[src/design/dmemPkg.sv]
`default_nettype none

package dmemPkg;

    localparam int NumCores   = 8;
    localparam int AddrWidth  = 8;
    localparam int DataWidth  = 8;
    localparam int SlotWidth  = 3;               // Index of one core
    localparam int CountWidth = 4;               // Holds 0 to NumCores

    typedef logic [AddrWidth-1:0]  addrT;
    typedef logic [DataWidth-1:0]  dataT;
    typedef logic [SlotWidth-1:0]  slotT;
    typedef logic [CountWidth-1:0] countT;
    typedef logic [NumCores-1:0]   coreMaskT;   // Stall, read, write, available

    // Sequencer walks Issue/Capture pairs for reads, Write cycles for writes
    typedef enum logic [2:0] {
        Idle,
        Issue,
        Capture,
        Write,
        Done
    } seqStateT;

endpackage

`default_nettype wire

[src/design/requestDecoder.sv]
`timescale 1ns/1ps
`default_nettype none

module requestDecoder
    import dmemPkg::*;
(
    input  wire coreMaskT coreStall,
    input  wire coreMaskT memRead,
    input  wire coreMaskT memWe,
    input  wire addrT     coreAddr [NumCores],
    output countT         activeCount,
    output logic          readReq,
    output logic          writeReq,
    output logic          sameAddr
);

    coreMaskT activeMask;
    logic     anyReq;
    logic     allRead;
    logic     allWrite;

    assign activeMask  = ~coreStall;
    assign activeCount = countT'($countones(activeMask));
    assign anyReq      = |((memRead | memWe) & activeMask);

    // Mixed read/write sets leave both flags low and get ignored
    assign allRead  = ((memRead & activeMask) == activeMask) && ((memWe & activeMask) == '0);
    assign allWrite = ((memWe & activeMask) == activeMask) && ((memRead & activeMask) == '0);

    assign readReq  = (activeCount != '0) && allRead;
    assign writeReq = (activeCount != '0) && allWrite;

    always_comb begin
        sameAddr = 1'b1;
        for (int i = 1; i < NumCores; i++) begin
            if (activeMask[i] && (coreAddr[i] != coreAddr[0])) begin
                sameAddr = 1'b0;
            end
        end
    end

    // Active set must be a block of low bits
    always_comb begin
        if (anyReq) begin
            activeContiguous: assert final ((activeMask & (activeMask + 1'b1)) == '0)
                else $error("active cores not contiguous from core 0: %h", activeMask);
        end
    end

endmodule

`default_nettype wire

[src/design/accessSequencer.sv]
`timescale 1ns/1ps
`default_nettype none

module accessSequencer
    import dmemPkg::*;
(
    input  wire logic Clk,
    input  wire logic rstN,
    input  wire logic readReq,
    input  wire logic writeReq,
    input  wire logic sameAddr,
    input  wire logic lastSlot,
    output logic      load,
    output logic      step,
    output logic      issueRead,
    output logic      issueWrite,
    output logic      captureOne,
    output logic      captureAll,
    output logic      done
);

    seqStateT state;
    seqStateT nextState;
    logic     bcast;                             // One DRAM read serves all cores

    always_ff @(posedge Clk or negedge rstN) begin
        if (!rstN) begin
            state <= Idle;
        end else begin
            state <= nextState;
        end
    end

    // Broadcast decision is frozen when the request is accepted
    always_ff @(posedge Clk or negedge rstN) begin
        if (!rstN) begin
            bcast <= 1'b0;
        end else if (state == Idle && readReq) begin
            bcast <= sameAddr;
        end
    end

    always_comb begin
        nextState = state;
        case (state)
            Idle: begin
                if (readReq) begin
                    nextState = Issue;
                end else if (writeReq) begin
                    nextState = Write;
                end
            end
            Issue: begin
                nextState = Capture;                 // Data returns one cycle later
            end
            Capture: begin
                if (bcast || lastSlot) begin
                    nextState = Done;
                end else begin
                    nextState = Issue;
                end
            end
            Write: begin
                if (lastSlot) begin
                    nextState = Done;
                end
            end
            Done: begin
                nextState = Idle;
            end
            default: begin
                nextState = Idle;
            end
        endcase
    end

    assign load       = (state == Idle) && (readReq || writeReq);
    assign issueRead  = (state == Issue);
    assign issueWrite = (state == Write);
    assign captureOne = (state == Capture) && !bcast;
    assign captureAll = (state == Capture) && bcast;
    assign done       = (state == Done);

    // Advance to the next core after its capture or its write
    assign step = ((state == Capture) && !bcast && !lastSlot)
               || ((state == Write) && !lastSlot);

    // Cores drop their request on the memAv edge, so Done must not linger
    doneOneCycle: assert property (
        @(posedge Clk) disable iff (!rstN)
        state == Done |=> state == Idle
    ) else $error("Done held longer than one cycle");

    noReadWriteOverlap: assert property (
        @(posedge Clk) disable iff (!rstN)
        !(issueRead && issueWrite)
    ) else $error("issueRead and issueWrite high together");

endmodule

`default_nettype wire

[src/design/coreSlotCounter.sv]
`timescale 1ns/1ps
`default_nettype none

module coreSlotCounter
    import dmemPkg::*;
(
    input  wire logic  Clk,
    input  wire logic  rstN,
    input  wire logic  load,
    input  wire logic  step,
    input  wire countT activeCount,
    output slotT       slot,
    output logic       lastSlot
);

    countT slotPlusOne;

    always_ff @(posedge Clk or negedge rstN) begin
        if (!rstN) begin
            slot <= '0;
        end else if (load) begin
            slot <= '0;                          // Every transaction starts at core 0
        end else if (step) begin
            slot <= slot + 1'b1;
        end
    end

    assign slotPlusOne = countT'(slot) + 1'b1;
    assign lastSlot    = (slotPlusOne == activeCount);

    // Decoder count and sequencer stepping must agree
    stepInRange: assert property (
        @(posedge Clk) disable iff (!rstN)
        step |-> slotPlusOne < activeCount
    ) else $error("slot stepped past active count %0d", activeCount);

endmodule

`default_nettype wire

[src/design/dramPortMux.sv]
`timescale 1ns/1ps
`default_nettype none

module dramPortMux
    import dmemPkg::*;
(
    input  wire logic issueRead,
    input  wire logic issueWrite,
    input  wire slotT slot,
    input  wire addrT coreAddr [NumCores],
    input  wire dataT coreData [NumCores],
    output logic      rEn,
    output logic      wEn,
    output addrT      addr,
    output dataT      drOut
);

    assign rEn = issueRead;
    assign wEn = issueWrite;

    // Broadcast reads sit on slot 0, so core 0's address goes out
    assign addr = coreAddr[slot];

    always_comb begin
        if (issueWrite) begin
            drOut = coreData[slot];
        end else begin
            drOut = '0;                          // Quiet bus when not writing
        end
    end

endmodule

`default_nettype wire

[src/design/readReturnBank.sv]
`timescale 1ns/1ps
`default_nettype none

module readReturnBank
    import dmemPkg::*;
(
    input  wire logic     Clk,
    input  wire logic     rstN,
    input  wire logic     captureOne,
    input  wire logic     captureAll,
    input  wire logic     done,
    input  wire slotT     slot,
    input  wire coreMaskT coreStall,
    input  wire dataT     memData,
    output dataT          memOut [NumCores],
    output coreMaskT      memAv
);

    always_ff @(posedge Clk or negedge rstN) begin
        if (!rstN) begin
            for (int i = 0; i < NumCores; i++) begin
                memOut[i] <= '0;
            end
        end else if (captureAll) begin
            for (int i = 0; i < NumCores; i++) begin
                if (!coreStall[i]) begin
                    memOut[i] <= memData;        // Stalled cores keep old data
                end
            end
        end else if (captureOne) begin
            memOut[slot] <= memData;
        end
    end

    // One pulse per transaction for the active cores only
    assign memAv = {NumCores{done}} & ~coreStall;

    oneCaptureKind: assert property (
        @(posedge Clk) disable iff (!rstN)
        !(captureOne && captureAll)
    ) else $error("captureOne and captureAll high together");

endmodule

`default_nettype wire

[src/design/dmemController.sv]
`timescale 1ns/1ps
`default_nettype none

module dmemController
    import dmemPkg::*;
(
    input  wire logic     Clk,
    input  wire logic     rstN,
    input  wire coreMaskT coreStall,
    input  wire coreMaskT memRead,
    input  wire coreMaskT memWe,
    input  wire addrT     coreAddr [NumCores],
    input  wire dataT     coreData [NumCores],
    input  wire dataT     memData,               // From DRAM
    output logic          rEn,
    output logic          wEn,
    output addrT          addr,
    output dataT          drOut,
    output dataT          memOut [NumCores],     // To cores
    output coreMaskT      memAv
);

    countT activeCount;
    logic  readReq;
    logic  writeReq;
    logic  sameAddr;
    logic  load;
    logic  step;
    logic  issueRead;
    logic  issueWrite;
    logic  captureOne;
    logic  captureAll;
    logic  done;
    slotT  slot;
    logic  lastSlot;

    requestDecoder u_requestDecoder (
        .coreStall   (coreStall),
        .memRead     (memRead),
        .memWe       (memWe),
        .coreAddr    (coreAddr),
        .activeCount (activeCount),
        .readReq     (readReq),
        .writeReq    (writeReq),
        .sameAddr    (sameAddr)
    );

    accessSequencer u_accessSequencer (
        .Clk        (Clk),
        .rstN       (rstN),
        .readReq    (readReq),
        .writeReq   (writeReq),
        .sameAddr   (sameAddr),
        .lastSlot   (lastSlot),
        .load       (load),
        .step       (step),
        .issueRead  (issueRead),
        .issueWrite (issueWrite),
        .captureOne (captureOne),
        .captureAll (captureAll),
        .done       (done)
    );

    coreSlotCounter u_coreSlotCounter (
        .Clk         (Clk),
        .rstN        (rstN),
        .load        (load),
        .step        (step),
        .activeCount (activeCount),
        .slot        (slot),
        .lastSlot    (lastSlot)
    );

    dramPortMux u_dramPortMux (
        .issueRead  (issueRead),
        .issueWrite (issueWrite),
        .slot       (slot),
        .coreAddr   (coreAddr),
        .coreData   (coreData),
        .rEn        (rEn),
        .wEn        (wEn),
        .addr       (addr),
        .drOut      (drOut)
    );

    readReturnBank u_readReturnBank (
        .Clk        (Clk),
        .rstN       (rstN),
        .captureOne (captureOne),
        .captureAll (captureAll),
        .done       (done),
        .slot       (slot),
        .coreStall  (coreStall),
        .memData    (memData),
        .memOut     (memOut),
        .memAv      (memAv)
    );

endmodule

`default_nettype wire

[config.mk]
export PLATFORM = sky130hd
export DESIGN_NAME = dmemController
export DESIGN_NICKNAME = d
export VERILOG_FILES = /design/src/design/dmemPkg.sv /design/src/design/requestDecoder.sv /design/src/design/accessSequencer.sv /design/src/design/coreSlotCounter.sv /design/src/design/dramPortMux.sv /design/src/design/readReturnBank.sv /design/src/design/dmemController.sv
export SDC_FILE = /design/constraint.sdc
export NUM_CORES = 1
export LEC_CHECK = 0
export CAP_MARGIN = 10
export CORE_ASPECT_RATIO = 0.9
export CORE_UTILIZATION = 50
export CTS_BUF_LIST = sky130_fd_sc_hd__clkbuf_4 sky130_fd_sc_hd__clkbuf_8 sky130_fd_sc_hd__clkbuf_16
export DETAILED_ROUTE_END_ITERATION = 8
export DONT_BUFFER_PORTS = 1
export PLACE_DENSITY = 0.77
export SLEW_MARGIN = 20
export SYNTH_ARGS = -nofsm -noshare
export SYNTH_HDL_FRONTEND = slang
export SYNTH_SLANG_ARGS = --single-unit
[constraint.sdc]
create_clock -name Clk -period 1.95 [get_ports Clk]
set_input_delay 0.195 -clock Clk [delete_from_list [all_inputs] [get_ports Clk]]
set_output_delay 0.195 -clock Clk [all_outputs]
set_load 0.05 [all_outputs]
==> out/results.md <==
| Result | This run |
|---|---|
| CTS Root Cell | sky130_fd_sc_hd__clkbuf_8 |
| Tot GR Track Use | 0.372 |
| Critical path fanouts, max | 4 |
| Most frequently used flop master after synthesis | sky130_fd_sc_hd__dfrtp_1 |
| Via/cell ratio | 6.53 |
| Critical path launch point type | input pin |
| Ranking of synthesized cells by area | sky130_fd_sc_hd__dfrtp_1, sky130_fd_sc_hd__mux2_2, sky130_fd_sc_hd__a22oi_1, sky130_fd_sc_hd__xnor2_1, sky130_fd_sc_hd__xor2_1 |
| Clock latency on the worst-skew pair | 350 ps |
| Power spent charging and discharging nets | 7060 uW |
| Count of state elements after synthesis | 71 |
| Effective utilization at floorplan | 0.517 |
| Power share of the sequential group | 0.382 |
| Cell type with the highest aggregate area in the netlist | sky130_fd_sc_hd__dfrtp_1 |
| Finished Cell Area | 6740 um2 |
| Number of DRC violations after detailed routing | 0 |
| Crit path setup slack, layout | -1100 ps |
| Congestion Overflow GR | 0 |
| Clock transition at path regs | 80 ps |
| Num rows | 33 |
| Number of H-tree levels | 3 |
| CP max stage delay | 510 ps |
| DRT antenna net count | 0 |
| Number of fill cells in the layout | 575 |
| Horizontal die dimension | 104 um |
| Fraction of registers with async set/reset | 1.00 |
| Clock tree sinks | 71 |
| Number of instances in the synthesized netlist | 450 |
| Hold_ws | 10.4 ps |
| Post-route non-filler standard cell count | 680 |
| Sum of negative setup slack | -11290 ps |
| Endpoint class of the critical path | register |
| Clk_skew | 9.01 ps |
| Failing checks | setup timing |
| Cell-internal power | 6170 uW |
| Number of synthesized flops with an enable pin | 0 |
| Layout net count | 726 |
| Min-Delay Path Class | input pin to register |
| Floorplan die area | 9830 um2 |
| Unrepaired setup endpoints after global routing | yes |
| Area delta synth->final | 42.7% |
| Number of antenna violations at the first check in global routing | 0 |
| Post-synth design cell area | 4720 um2 |
| Fraction of power spent switching nets | 0.533 |
| Status | finished, violations left |
| IR drop worst, VDD | 1.69 mV |
| Sequential share of the synthesized area | 0.376 |
| Arrival time at the worst endpoint | 3260 ps |
| Total core area | 9130 um2 |
| CP bufs+invs | 4 |
| Buffer levels on the longest clock path | 2 |
| Final hold violation count | 0 |
| Via total after detailed routing | 4438 |
| Half-perimeter wire length after detailed placement | 13.1 mm |
| Net count of the mapped netlist | 623 |
| Power share of the combinational group | 0.531 |
| Kind of critical path | input pin to register |
| Average cell area after synthesis | 10.5 um2 |
| Wire length of the first global-routing pass | 27.0 mm |
| Power per cell area | 1960 nW/um2 |
| Routed length per instance | 27.2 um |
| Kind of cell adding the most delay to the critical path | adder cells |
| Clock buffer count from CTS | 9 |
| Static Leak | 0.00276 uW |
| Number of distinct standard cells referenced by the synthesized netlist | 40 |
| Maximum clock frequency | 328 MHz |
| Total of max-cap violations | 0 |
| PnR Total Power | 13200 uW |
| Post-route fraction of the period consumed by the critical path | 1.56 |
| Die Y | 94.2 um |
| Sum of routed wire length over all layers | 18.5 mm |
| Number of top-level pins | 252 |
| Fraction of final layout cells sized beyond drive strength 1 | 0.475 |
| Max stage delay cell, worst path | sky130_fd_sc_hd__fa_1 |
| Clock tree from TritonCTS | done |
| Final setup violation count | 41 |
| Number of detailed-routing iterations run before antenna repair | 6 |
| Detailed Route Iter0 Violations | 400 |
| Weighted congestion reported at the end of routability-driven placement | 0.974 |
| Share of power burned in the clock network | 0.087 |
| Count of synthesis-stage warnings from yosys | 0 |
| Max-slew headroom at the worst pin | 0.637 |
| Cell Area, Placed | 5740 um2 |
| Final antenna diode count | 0 |
| Slew at the pin closest to its max-slew limit | 540 ps |
| Critical path cell sequence | clkinv_16 -> ha_4 -> inv_2 -> fa_2 -> fa_1 -> inv_1 -> ha_2 -> inv_2 -> fa_1 -> nand2_1 -> nor3_2 -> or4b_4 -> a2111oi_4 -> a21oi_1 |
| Vias in the first global route | 4773 |
| Area share of the leading cell type in the synthesized netlist | 0.376 |
| Post-Place Cells | 621 |
| Pin count of the biggest net entering global routing | 72 |
| Number of input and output port buffers inserted | 0 |
| Required time of the critical path | 2160 ps |
| Max-slew violation total from the final report | 0 |
| Final critical-path required period | 3050 ps |
## final timing paths
kind	from	end	slack [ps]	cells after the start
worst max-delay path	coreStall[3]	u_coreSlotCounter.slot[1]$_DFFE_PN0P_	-1100	14
worst min-delay path	memData[1]	u_readReturnBank.memOut[41]$_DFFE_PN0P_	10	1
worst max register to register	u_coreSlotCounter.slot[1]$_DFFE_PN0P_	u_coreSlotCounter.slot[1]$_DFFE_PN0P_	-90	9
worst min register to register	u_accessSequencer.state[1]$_DFFE_PN0P_	u_accessSequencer.state[2]$_DFFE_PN0P_	650	2
max in group asynchronous	rstN	u_readReturnBank.memOut[15]$_DFFE_PN0P_	1250	2
min in group asynchronous	rstN	u_readReturnBank.memOut[50]$_DFFE_PN0P_	420	2
## worst reg2reg max path: cells and delay by family (launching register included)
kind / cells / cell delay [ps]
AO/OA/AOI/OAI: 1 / 100
flip-flops: 1 / 410
AND/OR/NAND/NOR: 2 / 320
XOR/XNOR: 2 / 340
buffers and inverters: 3 / 490
adder cells (fa/ha/maj): 1 / 270
## placed cells by master (no fill, tap or decap), drive strengths merged, types with 7 or more instances in the layout
cell type    synthesis  routed
mux2                71      71
buf                  9     101
nand4               19      19
xor2                28      28
clkbuf              16       9
nor4                 9       9
a22oi               48      48
xnor2               35      35
a22o                 8       8
ha                   7       7
nor2                16      16
o21ai               12      12
inv                 28      28
dlygate4sd3          0      16
nand2               13      13
a21oi               14      14
a221oi               8       8
a31oi                8       8
dfrtp               71      71
## cell families after synthesis
group | synth area share
XOR/XNOR | 0.117
AND/OR/NAND/NOR | 0.0962
flip-flops | 0.376
buffers and inverters | 0.0451
adder cells (fa/ha/maj) | 0.0355
multiplexers | 0.174
AO/OA/AOI/OAI | 0.156
## layer usage
layer	GRT usage	share of wire	vias to the layer above
met1	0.447	0.38	2205
li1	-	-	1864
met2	0.609	0.49	299
met3	0.123	0.094	70
met5	0	0	-
met4	0.167	0.040	0
## power by group through the flow
stage	registers, uW	logic [uW]	clock network [uW]
after floorplan	4820	3590	0
after global placement	5010	5600	0
after detailed placement	5050	5760	0
after CTS	5030	6810	1150
after global routing	5120	7310	1230
final	5050	7030	1150
## synth_stat cells (2+ instances only)
| cell | n |
|---|---|
| sky130_fd_sc_hd__xor2_1 | 28 |
| sky130_fd_sc_hd__a31oi_1 | 8 |
| sky130_fd_sc_hd__nand2b_1 | 4 |
| sky130_fd_sc_hd__fa_1 | 4 |
| sky130_fd_sc_hd__buf_2 | 8 |
| sky130_fd_sc_hd__inv_1 | 23 |
| sky130_fd_sc_hd__o21ai_2 | 3 |
| sky130_fd_sc_hd__nor2_1 | 16 |
| sky130_fd_sc_hd__nor3_2 | 2 |
| sky130_fd_sc_hd__o21ai_1 | 2 |
| sky130_fd_sc_hd__a221oi_1 | 8 |
| sky130_fd_sc_hd__dfrtp_1 | 71 |
| sky130_fd_sc_hd__mux2i_1 | 2 |
| sky130_fd_sc_hd__nand4_1 | 19 |
| sky130_fd_sc_hd__or2_2 | 2 |
| sky130_fd_sc_hd__nor3b_2 | 3 |
| sky130_fd_sc_hd__o21ai_0 | 7 |
| sky130_fd_sc_hd__mux2_2 | 71 |
| sky130_fd_sc_hd__clkbuf_1 | 16 |
| sky130_fd_sc_hd__a21oi_1 | 14 |
| sky130_fd_sc_hd__a22oi_1 | 48 |
| sky130_fd_sc_hd__nand2_1 | 13 |
| sky130_fd_sc_hd__ha_1 | 7 |
| sky130_fd_sc_hd__a22o_1 | 8 |
| sky130_fd_sc_hd__inv_2 | 5 |
| sky130_fd_sc_hd__xnor2_1 | 35 |
| sky130_fd_sc_hd__nor4_1 | 9 |
| sky130_fd_sc_hd__nand3_1 | 2 |
## through the flow
stage / util / setup WS, ps
floorplan: - / -1260
global placement: 0.629 / -1300
detailed placement: 0.629 / -1380
CTS: 0.727 / -996
global route: 0.738 / -1190
finish: 0.738 / -1100
## final cells by class
cell class                      count  area (um2)  area share
Multi-Input combinational cell    326        3190       0.474
Sequential cell                    71        1780       0.264
Timing Repair Buffer              117        1270       0.189
Tap cell                          122         153      0.0227
Inverter                           28         149      0.0221
Clock buffer                        9         124      0.0184
Clock inverter                      7        71.3      0.0106
## sequential cells by signal (all words and copies together), names as in the netlist
register / flops
u_readReturnBank.memOut: 64
u_accessSequencer.state: 3
u_coreSlotCounter.slot: 3
u_accessSequencer.bcast: 1
## timing repair
| action | 4_1_cts | 5_1_grt |
|---|---|---|
| gates cloned | 2 | 0 |
| pin swaps | 34 | 6 |
| setup buffers | 24 | 1 |
| endpoints found under the setup margin | 43 | 69 |
| resized for setup | 79 | 7 |
| hold endpoints to repair | 124 | 7 |
| hold buffers | 10 | 7 |
Power figures use the tool's default switching activity.
